`config.mk`:
```
export PLATFORM = sky130hd
export DESIGN_NAME = replay_top
export DESIGN_NICKNAME = d
export VERILOG_FILES = /design/src/hdl/rr_pkg.sv /design/src/hdl/log_decoder.sv /design/src/hdl/replay_fifo.sv /design/src/hdl/replay_top.sv /design/src/hdl/twowayhandshake_replayer.sv
export SDC_FILE = /design/constraint.sdc
export NUM_CORES = 1
export LEC_CHECK = 0
export ABC_AREA = 1
export BUFFER_PORTS_ARGS = -buffer_cell sky130_fd_sc_hd__buf_2
export CAP_MARGIN = 10
export CORE_MARGIN = 2
export CORE_UTILIZATION = 28
export CTS_CLUSTER_DIAMETER = 100
export DETAILED_ROUTE_END_ITERATION = 10
export SYNTH_ARGS = -nofsm -noshare
export SYNTH_HDL_FRONTEND = slang
export SYNTH_SLANG_ARGS = --single-unit
```
`constraint.sdc`:
```
create_clock -name clk -period 2.67 [get_ports clk]
set_input_delay 0.267 -clock clk [delete_from_list [all_inputs] [get_ports clk]]
set_output_delay 0.267 -clock clk [all_outputs]
set_load 0.02 [all_outputs]
```
`src/hdl/rr_pkg.sv`:
```
//////////////////////////////
// widths, depths and types shared by the replay path
//////////////////////////////
package rr_pkg;

  // payload and channel sizing
  localparam int DATA_WIDTH = 16;
  localparam int LOGE_CHANNEL_CNT = 2;
  localparam int CH_ID_WIDTH = 1;

  // buffering along one channel
  localparam int REPLAY_FIFO_DEPTH = 4;
  localparam int REPLAYER_PIPE_DEPTH = 2;
  localparam int FIFO_PTR_WIDTH = $clog2(REPLAY_FIFO_DEPTH);
  localparam int FIFO_CNT_WIDTH = $clog2(REPLAY_FIFO_DEPTH + 1);

  // worst runtime/replay gap: fifo + replayer stages + decoder stage
  localparam int ON_THE_FLY_CNT = REPLAY_FIFO_DEPTH + REPLAYER_PIPE_DEPTH + 1;
  // the gap has to stay within half of the counter circle
  localparam int PKT_CNT_WIDTH = $clog2(2 * ON_THE_FLY_CNT);

  // {ch_id, logb_valid, logb_data, loge_vec}
  localparam int LOG_WORD_WIDTH = CH_ID_WIDTH + 1 + DATA_WIDTH + LOGE_CHANNEL_CNT;

  typedef logic [DATA_WIDTH-1:0] logb_data_t;
  typedef logic [LOGE_CHANNEL_CNT-1:0] loge_vec_t;
  typedef logic [CH_ID_WIDTH-1:0] ch_id_t;
  typedef logic [LOG_WORD_WIDTH-1:0] log_word_t;
  typedef logic [PKT_CNT_WIDTH-1:0] pkt_cnt_t;
  typedef logic [FIFO_PTR_WIDTH-1:0] fifo_ptr_t;
  typedef logic [FIFO_CNT_WIDTH-1:0] fifo_cnt_t;

  // skid buffer occupancy of the replayer
  typedef enum logic [1:0] {
    EMPTY,
    BUSY,
    FULL
  } replay_state_t;

endpackage

```
`src/hdl/log_decoder.sv`:
```
//////////////////////////////
// log word decoder, routes entries to per-channel fifos
//////////////////////////////
`timescale 1ns/1ps

module log_decoder (
  // packed log stream
  input  logic                i_log_valid,
  input  rr_pkg::log_word_t   i_log_word,
  output logic                o_log_ready,
  // per-channel push side
  output rr_pkg::loge_vec_t   o_push_valid,
  output logic                o_push_logb_valid,
  output rr_pkg::logb_data_t  o_push_logb_data,
  output rr_pkg::loge_vec_t   o_push_loge_valid,
  input  rr_pkg::loge_vec_t   i_push_ready
);

  import rr_pkg::*;

  // channel named by the current word
  ch_id_t ch_id;

  //////////////////////////////
  // field extraction
  //////////////////////////////
  // channel index sits in the top bits
  assign ch_id = i_log_word[LOG_WORD_WIDTH-1 -: CH_ID_WIDTH];

  // payload valid right below the channel index
  assign o_push_logb_valid = i_log_word[DATA_WIDTH + LOGE_CHANNEL_CNT];

  // payload between valid bit and loge vector
  assign o_push_logb_data = i_log_word[LOGE_CHANNEL_CNT +: DATA_WIDTH];

  // transaction-end marks in the low bits
  assign o_push_loge_valid = i_log_word[LOGE_CHANNEL_CNT-1:0];

  //////////////////////////////
  // routing
  //////////////////////////////
  // only the named channel sees a push, data fields are shared
  always_comb begin
    o_push_valid = '0;
    o_push_valid[ch_id] = i_log_valid;
  end

  // stall the whole stream while the named fifo is full
  // keeps per-channel order since nothing is skipped
  assign o_log_ready = i_push_ready[ch_id];

endmodule

```
`src/hdl/replay_fifo.sv`:
```
//////////////////////////////
// per-channel replay entry fifo
//////////////////////////////
`timescale 1ns/1ps

module replay_fifo (
  input  logic                clk,
  input  logic                rstn,
  // push side, from the decoder
  input  logic                i_push_valid,
  output logic                o_push_ready,
  input  logic                i_logb_valid,
  input  rr_pkg::logb_data_t  i_logb_data,
  input  rr_pkg::loge_vec_t   i_loge_valid,
  // pop side, head entry to the replayer
  output logic                o_pop_valid,
  input  logic                i_pop_ready,
  output logic                o_logb_valid,
  output rr_pkg::logb_data_t  o_logb_data,
  output rr_pkg::loge_vec_t   o_loge_valid
);

  import rr_pkg::*;

  // entry storage, split by field
  logic       mem_logb_valid [REPLAY_FIFO_DEPTH];
  logb_data_t mem_logb_data  [REPLAY_FIFO_DEPTH];
  loge_vec_t  mem_loge_valid [REPLAY_FIFO_DEPTH];

  fifo_ptr_t wr_ptr;
  fifo_ptr_t rd_ptr;
  fifo_cnt_t count;
  fifo_cnt_t count_next;
  logic      push;
  logic      pop;

  assign push = i_push_valid && o_push_ready;
  assign pop  = o_pop_valid && i_pop_ready;

  // occupancy after this edge, push and pop may overlap
  assign count_next = count + fifo_cnt_t'(push) - fifo_cnt_t'(pop);

  //////////////////////////////
  // pointers and occupancy
  //////////////////////////////
  always_ff @(posedge clk) begin
    if (!rstn) begin
      wr_ptr <= '0;
      rd_ptr <= '0;
      count <= '0;
      o_push_ready <= 1'b0;
    end else begin
      if (push) begin
        wr_ptr <= (wr_ptr == fifo_ptr_t'(REPLAY_FIFO_DEPTH - 1)) ? '0 : wr_ptr + 1'b1;
      end
      if (pop) begin
        rd_ptr <= (rd_ptr == fifo_ptr_t'(REPLAY_FIFO_DEPTH - 1)) ? '0 : rd_ptr + 1'b1;
      end
      count <= count_next;
      // ready drops right after the edge that fills the last slot
      o_push_ready <= (count_next != fifo_cnt_t'(REPLAY_FIFO_DEPTH));
    end
  end

  // storage write
  always_ff @(posedge clk) begin
    if (push) begin
      mem_logb_valid[wr_ptr] <= i_logb_valid;
      mem_logb_data[wr_ptr] <= i_logb_data;
      mem_loge_valid[wr_ptr] <= i_loge_valid;
    end
  end

  // head straight from storage
  assign o_pop_valid  = (count != '0);
  assign o_logb_valid = mem_logb_valid[rd_ptr];
  assign o_logb_data  = mem_logb_data[rd_ptr];
  assign o_loge_valid = mem_loge_valid[rd_ptr];

endmodule

```
`src/hdl/replay_top.sv`:
```
//////////////////////////////
// replay top, decoder plus two channel paths
//////////////////////////////
`timescale 1ns/1ps

module replay_top (
  input  logic                clk,
  input  logic                rstn,
  // packed log stream
  input  logic                i_log_valid,
  input  rr_pkg::log_word_t   i_log_word,
  output logic                o_log_ready,
  // runtime transaction ends
  input  rr_pkg::loge_vec_t   i_rt_loge_valid,
  // replayed payloads, one stream per channel
  output rr_pkg::loge_vec_t   o_out_valid,
  input  rr_pkg::loge_vec_t   i_out_ready,
  output rr_pkg::logb_data_t  o_out_data0,
  output rr_pkg::logb_data_t  o_out_data1
);

  import rr_pkg::*;

  // decoder to fifos
  loge_vec_t  push_valid;
  loge_vec_t  push_ready;
  logic       push_logb_valid;
  logb_data_t push_logb_data;
  loge_vec_t  push_loge_valid;

  // fifo heads to replayers
  loge_vec_t  head_valid;
  loge_vec_t  head_ready;
  loge_vec_t  head_logb_valid;
  logb_data_t head_logb_data  [LOGE_CHANNEL_CNT];
  loge_vec_t  head_loge_valid [LOGE_CHANNEL_CNT];
  logb_data_t out_data        [LOGE_CHANNEL_CNT];

  log_decoder u_decoder (
    .i_log_valid       (i_log_valid),
    .i_log_word        (i_log_word),
    .o_log_ready       (o_log_ready),
    .o_push_valid      (push_valid),
    .o_push_logb_valid (push_logb_valid),
    .o_push_logb_data  (push_logb_data),
    .o_push_loge_valid (push_loge_valid),
    .i_push_ready      (push_ready)
  );

  // one fifo and one replayer per channel
  for (genvar c = 0; c < LOGE_CHANNEL_CNT; c++) begin : g_ch
    replay_fifo u_fifo (
      .clk          (clk),
      .rstn         (rstn),
      .i_push_valid (push_valid[c]),
      .o_push_ready (push_ready[c]),
      .i_logb_valid (push_logb_valid),
      .i_logb_data  (push_logb_data),
      .i_loge_valid (push_loge_valid),
      .o_pop_valid  (head_valid[c]),
      .i_pop_ready  (head_ready[c]),
      .o_logb_valid (head_logb_valid[c]),
      .o_logb_data  (head_logb_data[c]),
      .o_loge_valid (head_loge_valid[c])
    );

    twowayhandshake_replayer u_replayer (
      .clk             (clk),
      .rstn            (rstn),
      .i_in_valid      (head_valid[c]),
      .i_logb_valid    (head_logb_valid[c]),
      .i_logb_data     (head_logb_data[c]),
      .i_loge_valid    (head_loge_valid[c]),
      .o_in_ready      (head_ready[c]),
      .i_rt_loge_valid (i_rt_loge_valid),
      .o_out_valid     (o_out_valid[c]),
      .i_out_ready     (i_out_ready[c]),
      .o_out_data      (out_data[c])
    );
  end

  assign o_out_data0 = out_data[0];
  assign o_out_data1 = out_data[1];

endmodule

```
`src/hdl/twowayhandshake_replayer.sv`:
```
//////////////////////////////
// replayer, skid buffer plus happen-before counters
//////////////////////////////
`timescale 1ns/1ps

module twowayhandshake_replayer (
  input  logic                clk,
  input  logic                rstn,
  // replay entries from the fifo
  input  logic                i_in_valid,
  input  logic                i_logb_valid,
  input  rr_pkg::logb_data_t  i_logb_data,
  input  rr_pkg::loge_vec_t   i_loge_valid,
  output logic                o_in_ready,
  // runtime transaction ends, never stalled
  input  rr_pkg::loge_vec_t   i_rt_loge_valid,
  // replayed payloads
  output logic                o_out_valid,
  input  logic                i_out_ready,
  output rr_pkg::logb_data_t  o_out_data
);

  import rr_pkg::*;

  replay_state_t state;
  replay_state_t state_next;

  // skid register, holds the entry behind the output one
  logic       skid_logb_valid;
  logb_data_t skid_logb_data;
  loge_vec_t  skid_loge_valid;

  // output register
  logic       obuf_logb_valid;
  logic       obuf_logb_valid_next;
  logb_data_t obuf_logb_data;

  logic insert;
  logic remove;
  logic remove_logb;
  logic remove_loge;

  // runtime count minus replay count, one per channel
  pkt_cnt_t  cnt      [LOGE_CHANNEL_CNT];
  pkt_cnt_t  cnt_next [LOGE_CHANNEL_CNT];
  loge_vec_t cnt_sign;
  logic      ok_to_replay;

  //////////////////////////////
  // handshakes
  //////////////////////////////
  assign insert = i_in_valid && o_in_ready;
  // payload handed to the runtime
  assign remove_logb = o_out_valid && i_out_ready;
  // loge-only entry leaves after one cycle
  assign remove_loge = (state != EMPTY) && !obuf_logb_valid;
  assign remove = remove_logb || remove_loge;

  //////////////////////////////
  // fsm
  //////////////////////////////
  always_comb begin
    state_next = state;
    case (state)
      EMPTY: begin
        // load
        if (insert) begin
          state_next = BUSY;
        end
      end
      BUSY: begin
        // fill when only inserting, unload when only removing
        // flow or idle keeps BUSY
        if (insert && !remove) begin
          state_next = FULL;
        end else if (!insert && remove) begin
          state_next = EMPTY;
        end
      end
      FULL: begin
        // flush skid into the output register
        if (remove) begin
          state_next = BUSY;
        end
      end
      default: begin
        state_next = EMPTY;
      end
    endcase
  end

  always_ff @(posedge clk) begin
    if (!rstn) begin
      state <= EMPTY;
    end else begin
      state <= state_next;
    end
  end

  //////////////////////////////
  // data path
  //////////////////////////////
  // skid loads when a new entry arrives but the output is still busy
  always_ff @(posedge clk) begin
    if ((state == BUSY) && (state_next == FULL)) begin
      skid_logb_valid <= i_logb_valid;
      skid_logb_data <= i_logb_data;
      skid_loge_valid <= i_loge_valid;
    end
  end

  // output register takes the skid first, else the input on load or flow
  always_comb begin
    obuf_logb_valid_next = obuf_logb_valid;
    if (state_next == BUSY) begin
      if (state == FULL) begin
        obuf_logb_valid_next = skid_logb_valid;
      end else if (insert) begin
        obuf_logb_valid_next = i_logb_valid;
      end
    end
  end

  always_ff @(posedge clk) begin
    if (state_next == BUSY) begin
      if (state == FULL) begin
        obuf_logb_data <= skid_logb_data;
      end else if (insert) begin
        obuf_logb_data <= i_logb_data;
      end
    end
  end

  always_ff @(posedge clk) begin
    if (!rstn) begin
      obuf_logb_valid <= 1'b0;
    end else begin
      obuf_logb_valid <= obuf_logb_valid_next;
    end
  end

  //////////////////////////////
  // happen-before counters
  //////////////////////////////
  // runtime pulses add, loge bits subtract as the entry enters the output register
  // the entry's own loge marks count against its payload
  for (genvar i = 0; i < LOGE_CHANNEL_CNT; i++) begin : g_cnt
    always_comb begin
      cnt_next[i] = cnt[i] + pkt_cnt_t'(i_rt_loge_valid[i]);
      if (state_next == BUSY) begin
        if (state == FULL) begin
          cnt_next[i] = cnt_next[i] - pkt_cnt_t'(skid_loge_valid[i]);
        end else if (insert) begin
          cnt_next[i] = cnt_next[i] - pkt_cnt_t'(i_loge_valid[i]);
        end
      end
    end

    always_ff @(posedge clk) begin
      if (!rstn) begin
        cnt[i] <= '0;
      end else begin
        cnt[i] <= cnt_next[i];
      end
    end

    // sign set means the runtime is still behind on this channel
    assign cnt_sign[i] = cnt_next[i][PKT_CNT_WIDTH-1];
  end

  assign ok_to_replay = !(|cnt_sign);

  //////////////////////////////
  // registered outputs
  //////////////////////////////
  always_ff @(posedge clk) begin
    if (!rstn) begin
      o_out_valid <= 1'b0;
      o_in_ready <= 1'b0;
    end else begin
      o_out_valid <= (state_next != EMPTY) && obuf_logb_valid_next && ok_to_replay;
      // no room once both stages are taken
      o_in_ready <= (state_next != FULL);
    end
  end

  assign o_out_data = obuf_logb_data;

endmodule

```
# --- Word-level counts from Yosys, hierarchy flattened ---
# Memories as Yosys holds them, arrays and structs flattened. A register that Yosys moved wholly into a read port is not among the register bits.
# Index checks and enable logic that the tools add are counted.
totals:
  word_cells: 180
  mem_bits_rw: 168
  memories: 8
  ff_bits: 96
memory_table:
  columns: ["memory", "words", "width", "rd", "rd_clocked_by_memory_dff", "write_ports", "line", "text"]
  rows:
  - ["g_ch[0].u_fifo.mem_logb_data", 4, 16, 1, 1, 1, "replay_fifo.sv:27", "logb_data_t mem_logb_data [REPLAY_FIFO_DEPTH];"]
  - ["g_ch[1].u_fifo.mem_logb_data", 4, 16, 1, 1, 1, "replay_fifo.sv:27", null]
  - ["g_ch[0].u_fifo.mem_loge_valid", 4, 2, 1, 1, 1, "replay_fifo.sv:28", "loge_vec_t mem_loge_valid [REPLAY_FIFO_DEPTH];"]
  - ["g_ch[0].u_replayer.cnt", 2, 4, 2, 0, 2, "twowayhandshake_replayer.sv:44", "pkt_cnt_t cnt [LOGE_CHANNEL_CNT];"]
  - ["g_ch[1].u_fifo.mem_loge_valid", 4, 2, 1, 1, 1, "replay_fifo.sv:28", null]
  - ["g_ch[1].u_replayer.cnt", 2, 4, 2, 0, 2, "twowayhandshake_replayer.sv:44", null]
  - ["2 more memories", null, null, null, null, null, null, null]
op_classes:
  n_addsub: 20
  order_cmp: 2
  n_mux: 62
  n_bitwise: 5
  reduce_logical: 43
  eq_ne: 16
ops:
  columns: ["cell", "n"]
  rows:
  - ["two-way mux 16 bit", 4]
  - ["two-way mux 4 bit", 16]
  - ["two-way mux 2 bit", 24]
  - ["subtractor 4 x 1 -> 4 bit", 8]
  - ["logical AND 1 bit", 19]
  - ["adder 4 x 1 -> 4 bit", 4]
  - ["equality test 2 bit (second input constant)", 8]
  - ["two-way mux 1 bit", 15]
  - ["case mux 2 bit (3 select lines)", 2]
  - ["nonzero test 2 bit", 6]
  - ["adder 2 x 1 -> 2 bit (second input constant)", 4]
  - ["equality test 2 x 1 -> 1 bit (second input constant)", 4]
  - ["zero test 1 bit", 8]
  - ["adder 3 x 1 -> 3 bit", 2]
  - ["!= test 3 bit (second input constant)", 2]
  - ["nonzero test 3 bit", 2]
  - ["subtractor 3 x 1 -> 3 bit", 2]
  - ["zero test 2 bit", 2]
  - ["!= test 2 bit (second input constant)", 2]
  - ["bitwise OR 1 bit", 4]
  - ["AND reduction 2 bit", 2]
  - ["OR reduction 2 bit", 2]
  - ["bitwise AND 2 bit", 1]
  - ["logical OR 1 bit", 2]
  - ["3 further kinds", 3]

# --- Logic depth before layout (Yosys ltp) ---
# Gate-level depths: netlist (run 1).
depth:
  ltp_word: 12
  mapped_depth: 17
  mapped_depth_nobuf: 15

# --- Hierarchy ---
# Synthesis (run 1) repeated with hierarchy kept, for this count alone.
hier_totals:
  hier_cells: 981
  hier_area_um2: 11358.4
modules_own_cells:
  columns: ["module", "n_inst", "seq_area_each_um2", "cells_per_inst", "area_each_um2"]
  rows:
  - ["replay_fifo", 2, 2482.4, 248, 3368.2]
  - ["twowayhandshake_replayer", 2, 1311.3, 229, 2224.6]
  - ["log_decoder", 1, 0.0, 27, 172.7]

# --- Worst setup path before layout (run 1) ---
# OpenSTA, ideal clock, no wires.
synth_path:
  path_type: "reg2reg"
  startpoint: "reg g_ch[0].u_fifo.count[1]"
  endpoint: "reg g_ch[0].u_replayer.skid_logb_data[0], enable pin"
  path_stages_with_launch: 5
  t_arrival_ps: 2510
  path_slack_ps: -284
  n_path_buf: 0
  synth_period_minus_slack_ps: 2954
  t_required_ps: 2226
  path_cell_list: "dfxtp_1 inv_1 nand2_1 nand2_1 nor4_1"
synth_between:
  elab_chain_len: 9
  word_cells_on_any_way: 11
synth_rtl:
  columns: ["element", "line", "text"]
  rows:
  - ["start, declared", "replay_fifo.sv:32", "fifo_cnt_t count;"]
  - ["start signal, assigned", "replay_fifo.sv:59", "count <= count_next;"]
  - ["nonzero test 3 bit (*)", "replay_fifo.sv:75", "assign o_pop_valid = (count != '0);"]
  - ["logical AND 1 bit (*)", "twowayhandshake_replayer.sv:52", "assign insert = i_in_valid && o_in_ready;"]
  - ["zero test 1 bit", "twowayhandshake_replayer.sv:76", "end else if (!insert && remove) begin"]
  - ["logical AND 1 bit", "twowayhandshake_replayer.sv:76", null]
  - ["two-way mux 2 bit", "twowayhandshake_replayer.sv:76", null]
  - ["two-way mux 2 bit", "twowayhandshake_replayer.sv:74", "if (insert && !remove) begin"]
  - ["case mux 2 bit (3 select lines) (*)", "twowayhandshake_replayer.sv:64", "case (state)"]
  - ["equality test 2 bit (*)", "twowayhandshake_replayer.sv:105", "if ((state == BUSY) && (state_next == FULL)) begin"]
  - ["logical AND 1 bit (*)", "twowayhandshake_replayer.sv:105", null]
  - ["end signal, assigned", "twowayhandshake_replayer.sv:107", "skid_logb_data <= i_logb_data;"]
  - ["end, declared", "twowayhandshake_replayer.sv:30", "logb_data_t skid_logb_data;"]
# Mark *: on every way between the ends. The rest lies on a longest branch, timed or not.
# A chain may end at the register's enable or synchronous reset.

# --- Final worst setup path (run 1) ---
layout_path:
  startpoint: "reg g_ch[0].u_fifo.count[2]"
  endpoint: "reg g_ch[0].u_fifo.o_push_ready"
layout_between:
  elab_chain_len: 4
  word_cells_on_any_way: 5
layout_rtl:
  columns: ["element", "line", "text"]
  rows:
  - ["parallel branches: the longest is 2 deep, another holds adder 3 x 1 -> 3 bit", null, null]
  - ["subtractor 3 x 1 -> 3 bit (*)", "replay_fifo.sv:41", "assign count_next = count + fifo_cnt_t'(push) - fifo_cnt_t'(pop);"]
  - ["!= test 3 bit (*)", "replay_fifo.sv:61", "o_push_ready <= (count_next != fifo_cnt_t'(REPLAY_FIFO_DEPTH));"]
  - ["end signal, assigned", "replay_fifo.sv:61", null]
  - ["end, declared", "replay_fifo.sv:11", "output logic o_push_ready,"]
# Every way passes the cells marked *.

==> key figures, run 1 <==
Worst setup path
  – Worst setup SP type: flip-flop
  – CP required: 3.10 ns
  – Largest stage delay on the critical path: 0.40 ns
  – CP arrival: 2.87 ns
  – Worst Setup End Kind: flip-flop
  – CP top delay family: adder cells
  – Most used cell, CP: inv_1
  – Maximum fanout along the worst path: 6
  – Critical path class: reg -> reg
  – Reg2Reg Depth: 13
  – Slowest cell on crit path: fa_1
  – Cells along the critical path: nor2_1 -> nand2_1 -> nand2_1 -> inv_1 -> ha_1 -> inv_1 -> ha_1 -> inv_1 -> fa_1 -> xnor2_1 -> xor2_1 -> o31ai_1 -> inv_1
  – WP buf/inv: 4
  – Stages on worst setup path: 13

STA
  – Final setup viols: 0
  – Final hold vios: 0
  – Max_slew headroom: 0.5912
  – Worst hold slack: 0.02849 ns
  – RSZ-0062 raised after global routing: false
  – Worst-margin pin slew: 0.6125 ns
  – Final period utilization: 0.9146
  – Final Skew: 0.004929 ns
  – Final min period: 2.442 ns
  – Max Fclk: 409.5 MHz
  – Final-report max-slew violation count: 0
  – Setup TNS Final: 0 ns

Synthesis
  – Post-synth EDFFs: 222
  – Synth Instances: 961
  – Leading post-synthesis cells by cell area: edfxtp_1 (60%), dfxtp_1 (8.3%), nand2_1 (6.7%), ha_1 (4.3%), nor2_1 (4.2%)
  – Ys async rst share: 0
  – Sequential share of the synthesized area: 0.6867
  – Post-synth top area share: 0.6034
  – Yosys warnings: 0
  – Syn_nets: 1028
  – Leading area contributor after synthesis: edfxtp_1
  – Post-Syn Area: 11050 µm²
  – Yosys reg bits: 268
  – Unique cell type count in the Yosys netlist: 34
  – Ys flop type: edfxtp_1
  – Syn_area_per_cell: 11.50 µm²

Placement
  – Detail Placement HPWL: 15950 µm
  – Port bufs: 61
  – Gpl congestion: 0.7642

Floorplan
  – Total core area: 38830 µm²
  – Die width: 202.6 µm
  – Row count: 72
  – Die footprint: 41060 µm²
  – DIE HEIGHT: 202.6 µm
  – Initial Util: 0.2845
  – IO Count: 62

Clock tree
  – Clk buf depth: 3
  – CTS tree: built
  – Num CTS Buffers: 28
  – H-tree Lvls: 1
  – Clock Sinks: 268
  – CTS Hold Buffers Added: 0
  – Postcts setup bufs: 0
  – Clock root cell: clkbuf_16
  – Worst-path clk slew: 0.06 ns
  – Clk_lat worst skew: 0.53 ns
  – Cts repair resizes: 0

Power and ir drop
  – P_leak: 0.004961 µW
  – Peak VDD IR: 0.5006 mV
  – Pwr dens: 999.3 nW/µm²

Detailed routing
  – DR vias: 6969
  – First-iteration detailed-routing DRC count: 477
  – ANT nets after route: 0
  – Final WL: 23630 µm
  – Via/cell ratio: 4.391
  – Routed WL per cell: 14.89 µm
  – DRC viols: 0
  – Drt pass-1 iters: 5

Final layout
  – Nets: 1113
  – Proportion of layout cells with a drive suffix above 1: 0.1610
  – Core Util, Final: 0.3359
  – Commonest non-fill, non-tap cells in the layout: edfxtp_1 (222), nand2_1 (196), nor2_1 (123)
  – Most common cell after layout, fill and taps aside: edfxtp_1
  – Area Overhead vs Synth: 18.05%

Global routing
  – Vias in the first global route: 6916
  – Initial antenna violation count: 0
  – Largest net degree at the start of global routing: 27
  – Total GRT Usage: 0.1142
  – First-pass GRT wire length: 37580 µm
  – Grt ovf: 0

Job
  – Max-cap violations: 0

Min path
  – Hold path cells: 1
  – Hold crit path type: in -> reg

Outcome
  – Status: completed
[synthesized netlist by cell type (3+ instances only)]
library cell  instances
nand2_1             196
inv_2                 9
xnor2_1               6
buf_2                 8
o21ai_1               4
o21ai_0              83
nand2_4               4
ha_1                 38
nand2_2               9
a21oi_2               6
dfxtp_1              46
nand3_2               4
nand4_1               7
nor2_1              123
inv_1                77
o22ai_1              36
a21oi_1              16
nor2_2                3
clkbuf_1             22
nand3_1              19
edfxtp_1            222
[per-stage QoR]
step	instance area [µm²]	setup WS (ns)	total power [µW]	instances
after floorplan	11060	0.4621	8043	961
after global placement	12090	0.2680	9054	1534
after detailed placement	12090	0.2128	9161	1534
after CTS	13040	0.2197	13200	1586
after global routing	13040	0.009465	13890	1586
final	13040	0.2279	13030	1587
[registers in the layout, summed over array words and instances (netlist names), 6 cells and up, named ones only]
| name | cells |
|---|---|
| g_ch.u_fifo.mem_logb_data | 128 |
| g_ch.u_fifo.count | 6 |
| g_ch.u_fifo.mem_logb_valid | 8 |
| g_ch.u_replayer.cnt | 16 |
| g_ch.u_replayer.o_out_data | 32 |
| g_ch.u_fifo.mem_loge_valid | 16 |
| g_ch.u_replayer.skid_logb_data | 32 |
[path summary, 6_finish.rpt]
| kind | start | to | slack [ns] |
|---|---|---|---|
| max | g_ch[0].u_fifo.count[2] | g_ch[0].u_fifo.o_push_ready | 0.23 |
| min reg2reg | g_ch[0].u_replayer.skid_logb_data[6] | g_ch[0].u_replayer.o_out_data[6] | 0.51 |
| max reg2reg | g_ch[0].u_fifo.count[2] | g_ch[0].u_fifo.o_push_ready | 0.23 |
| min | i_log_word[8] | g_ch[0].u_fifo.mem_logb_data[2][6] | 0.03 |
[where the power goes]
group	switching, µW	internal [µW]
sequential	194	5250
combinational	2450	1150
clock	1590	2400
[layer usage]
metal / vias up / share of wire / global-route usage
met1: 3348 / 0.47 / 0.1569
met4: 0 / 0.018 / 0.02920
met3: 32 / 0.041 / 0.01894
met5: - / 0 / 0
li1: 3464 / - / -
met2: 125 / 0.47 / 0.1877
[cell type report]
type	count	area, µm²
antenna	1	2.502
clock buffer	31	711.9
clock inverter	21	241.5
fill	3820	25780
inverter	86	322.8
multi-input combinational	571	2998
sequential	268	7587
tap	518	648.1
timing repair buffer	91	530.5
[kinds of logic (layout without fill, tap and decap cells)]
kind of cell    after synthesis  after routing  synth area share
xor+xnor                      8              8          0.006342
flops                       268            268            0.6867
fa+ha+maj                    40             40           0.04666
other cells                   0              1                 0
simple gates                372            372            0.1393
compound gates              151            151           0.07633
buf+inv                     122            229           0.04462
Power figures use the tool's default switching activity.
==> run 2: changes to the inputs <==
ABC_AREA = default   (was 1)
CTS_BUF_LIST = sky130_fd_sc_hd__clkbuf_8   (was default)
==> run 2 against run 1 <==
  * Worst setup slack better by 0.11 ns
  * Cell area is 2.4% lower
  * Final cell count is 15% lower
  * Non-clock buffer count is 15 higher
  * Routed wire length is 9.3% lower
  * Sequential share of layout area is 1.4 points higher
  * Die area is 2.5% lower
  * Sequential power is 3% lower
  * Largest cell class unchanged
  * Highest routed layer unchanged
==> key figures, run 2 <==
Outcome
  – Status: completed

Worst setup path
  – CP required: 3.11 ns (about the same)
  – R2r setup slk: 0.34 ns (+0.11 ns)
  – CP arrival: 2.77 ns (-0.10 ns)
  – Reg2Reg Depth: 11 (-2)
  – R2r endpoint: g_ch[1].u_fifo.o_push_ready
  – Crit path to: g_ch[1].u_fifo.o_push_ready
  – Worst setup SP type: flip-flop
  – R2r startpoint: g_ch[1].u_fifo.count[1]
  – Critical path class: reg -> reg
  – Worst Setup End Kind: flip-flop
  – Maximum fanout along the worst path: 3 (-3)
  – Critical path launch point: g_ch[1].u_fifo.count[1]

Clock tree
  – Clk_lat worst skew: 0.56 ns (+0.03 ns)
  – Num CTS Buffers: 46 (+64%)
  – Worst-path clk slew: 0.06 ns (about the same)
  – Clock root cell: clkbuf_8
  – Clock Sinks: 268 (unchanged)
  – H-tree Lvls: 2 (+1)
  – Clk buf depth: 3 (unchanged)
  – CTS tree: built

Floorplan
  – DIE HEIGHT: 200.1 µm (-1.3%)
  – Die footprint: 40020 µm² (-2.5%)
  – Total core area: 37760 µm² (-2.8%)
  – Row count: 71 (-1.4%)
  – Initial Util: 0.2851 (+0.0005254)
  – Die width: 200.1 µm (-1.3%)
  – IO Count: 62 (unchanged)

Min path
  – Hold crit path type: in -> reg

Final layout
  – Multi-input gate area: 2957 µm² (-1.4%)
  – Commonest non-fill, non-tap cells in the layout: edfxtp_1 (222), nand2_1 (108), buf_2 (61)
  – Nets: 877 (-21%)
  – Register area: 7587 µm² (unchanged)
  – Area Overhead vs Synth: 18.27%
  – Top reg by flops: g_ch.u_fifo.mem_logb_data
  – Max reg flops: 128 (unchanged)
  – Most common cell after layout, fill and taps aside: edfxtp_1
  – FILL cells: 3678 (-3.7%)
  – Proportion of layout cells with a drive suffix above 1: 0.2417 (+0.08066)

Synthesis
  – Post-Syn Area: 10760 µm² (-2.6%)
  – Synth top cells by count: edfxtp_1 (222), nand2_1 (108), dfxtp_1 (46), nor2_1 (46)
  – Leading post-synthesis cells by cell area: edfxtp_1 (62%), dfxtp_1 (8.6%), mux4_2 (8.0%), ha_1 (4.4%), nand2_1 (3.8%)
  – Top-count cell post-synth: edfxtp_1
  – Post-synth top area share: 0.6194 (+0.01599)
  – Synth Instances: 688 (-28%)
  – Leading area contributor after synthesis: edfxtp_1
  – Syn_area_per_cell: 15.64 µm² (+36%)
  – Sequential share of the synthesized area: 0.7050 (+0.01820)
  – Yosys warnings: 0 (unchanged)
  – Yosys reg bits: 268 (unchanged)
  – Syn_nets: 755 (-27%)
  – Ys async rst share: 0 (unchanged)
  – Post-synth EDFFs: 222 (unchanged)
  – Ys flop type: edfxtp_1
  – Unique cell type count in the Yosys netlist: 50 (+47%)

Global routing
  – Grt ovf: 0 (unchanged)
  – Largest net degree at the start of global routing: 23 (-15%)
  – Most Crowded Layer GR: met2
  – Met3 usage: 0.02285 (+0.003909)
  – Met1 usage: 0.1439 (-0.01294)
  – Grt met2 use: 0.1834 (-0.004360)
  – Vias in the first global route: 6102 (-12%)
  – First-pass GRT wire length: 33680 µm (-10%)
  – Total GRT Usage: 0.1110 (-0.003142)
  – Initial antenna violation count: 1 (+1)

STA
  – Final setup viols: 0 (unchanged)
  – Worst-margin pin slew: 0.8119 ns (+0.1993 ns)
  – Setup WS post-layout: 0.3398 ns (+0.1119 ns)
  – RSZ-0062 raised after global routing: false
  – Max Fclk: 429.1 MHz (+4.8%)
  – Final period utilization: 0.8727 (-0.04191)
  – Final Skew: 0.02290 ns (+0.01797 ns)
  – Final-report max-slew violation count: 0 (unchanged)
  – Max_slew headroom: 0.4582 (-0.1330)
  – Final min period: 2.330 ns (-0.1119 ns)
  – Final hold vios: 0 (unchanged)
  – Setup TNS Final: 0 ns (unchanged)

Placement
  – Place WS: 0.3582 ns (+0.1454 ns)
  – Detail Placement HPWL: 14290 µm (-10%)
  – Gpl congestion: 0.7641 (about the same)
  – Port bufs: 61 (unchanged)

Detailed routing
  – DR vias: 5817 (-17%)
  – Drt pass-1 iters: 4 (-1)
  – ANT nets after route: 0 (unchanged)
  – Routed WL per cell: 15.80 µm (+6.1%)
  – Via/cell ratio: 4.290 (-2.3%)
  – Final WL: 21430 µm (-9.3%)
  – First-iteration detailed-routing DRC count: 380 (-20%)
  – DRC viols: 0 (unchanged)

Power and ir drop
  – Peak VDD IR: 0.3585 mV (-28%)
  – Pwr dens: 873.2 nW/µm² (-13%)
  – P_leak: 0.004643 µW (-6.4%)

Job
  – Max-cap violations: 0 (unchanged)
run 2: cell count changes in the layout (fill, tap and decap cells not counted), sizes merged, moves of 7 or more:
cell / delta
o22ai: -28
clkbuf: +16
nand2: -101
nor3: +9
nand3: -14
mux4: +38
and2: +16
dlygate4sd3: +12
and3: +8
nor2: -80
o21ai: -84
nand4: -7
inv: -46
run 2: final cells by class:
type,instances,share of cell area
diodes,1,0.0001966
clock buffers,47,0.05082
clock inverters,35,0.01140
inverters,21,0.006192
multi-input cells,367,0.2323
flip-flops and latches,268,0.5960
well taps,511,0.05023
repair buffers,106,0.05288
run 2: stage by stage:
stage	instance area [µm²]	total power, µW	utilization	std cells	hold slack [ns]
final	12730	11120	0.3372	1356	0.04816
after global routing	12730	11820	0.3372	1356	0.02555
after CTS	12730	11320	0.3371	1355	0.005277
after detailed placement	11820	8051	0.3129	1261	0.4649
after global placement	11820	7977	0.3129	1261	0.4710
after floorplan	10760	7264	-	688	0.3659
run 2: how the worst min path moves through the flow:
stage | start | endpoint | slack [ns] | depth (start not counted)
floorplan | i_log_word[2] | g_ch[0].u_fifo.mem_logb_data[0][0] | 0.37 | 0
global placement | g_ch[1].u_replayer.obuf_logb_valid | g_ch[1].u_replayer.obuf_logb_valid | 0.47 | 2
detailed placement | g_ch[1].u_replayer.obuf_logb_valid | g_ch[1].u_replayer.obuf_logb_valid | 0.46 | 2
CTS | i_log_word[8] | g_ch[1].u_fifo.mem_logb_data[2][6] | 0.005 | 1
global route | i_log_word[3] | g_ch[1].u_fifo.mem_logb_data[3][1] | 0.03 | 1
finish | i_log_word[3] | g_ch[1].u_fifo.mem_logb_data[3][1] | 0.05 | 1
run 2: critical path: stages (launching register included):
cell and delay, ns:
dfxtp_1 0.36, o31ai_2 0.31, inv_1 0.10, ha_1 0.28, inv_1 0.06, ha_1 0.13
inv_1 0.05, fa_1 0.38, xor2_1 0.16, xnor2_1 0.14, nor3b_1 0.19, nor2_1 0.06
run 2: repair_timing:
item | 4_1_cts | 5_1_grt
resized for setup | 0 | 0
hold buffers | 12 | 0
setup buffers | 0 | 0
hold endpoints to repair | 68 | 0
run 2: cells by family (layout without fill, tap and decap cells):
family / after synthesis / after routing / synth area share
xor+xnor: 18 / 18 / 0.01465
compound gates: 52 / 52 / 0.03697
mux: 41 / 41 / 0.08242
simple gates: 214 / 214 / 0.08951
buf+inv: 53 / 209 / 0.02174
flops: 268 / 268 / 0.7050
other cells: 0 / 1 / 0
fa+ha+maj: 42 / 42 / 0.04976
run 2: report_power, final:
part / internal, µW / leakage (µW) / total (µW) / switching, µW
clock: 1630 / 0.000468 / 3190 / 1560
sequential: 5090 / 0.00239 / 5300 / 214
combinational: 1120 / 0.00179 / 2620 / 1500
total: 7840 / 0.00464 / 11100 / 3280
run 2: metal layers:
layer,up-vias,share of wire
li1,2799,-
met1,2874,0.46
met2,108,0.47
met3,36,0.044
met4,0,0.022
met5,-,0
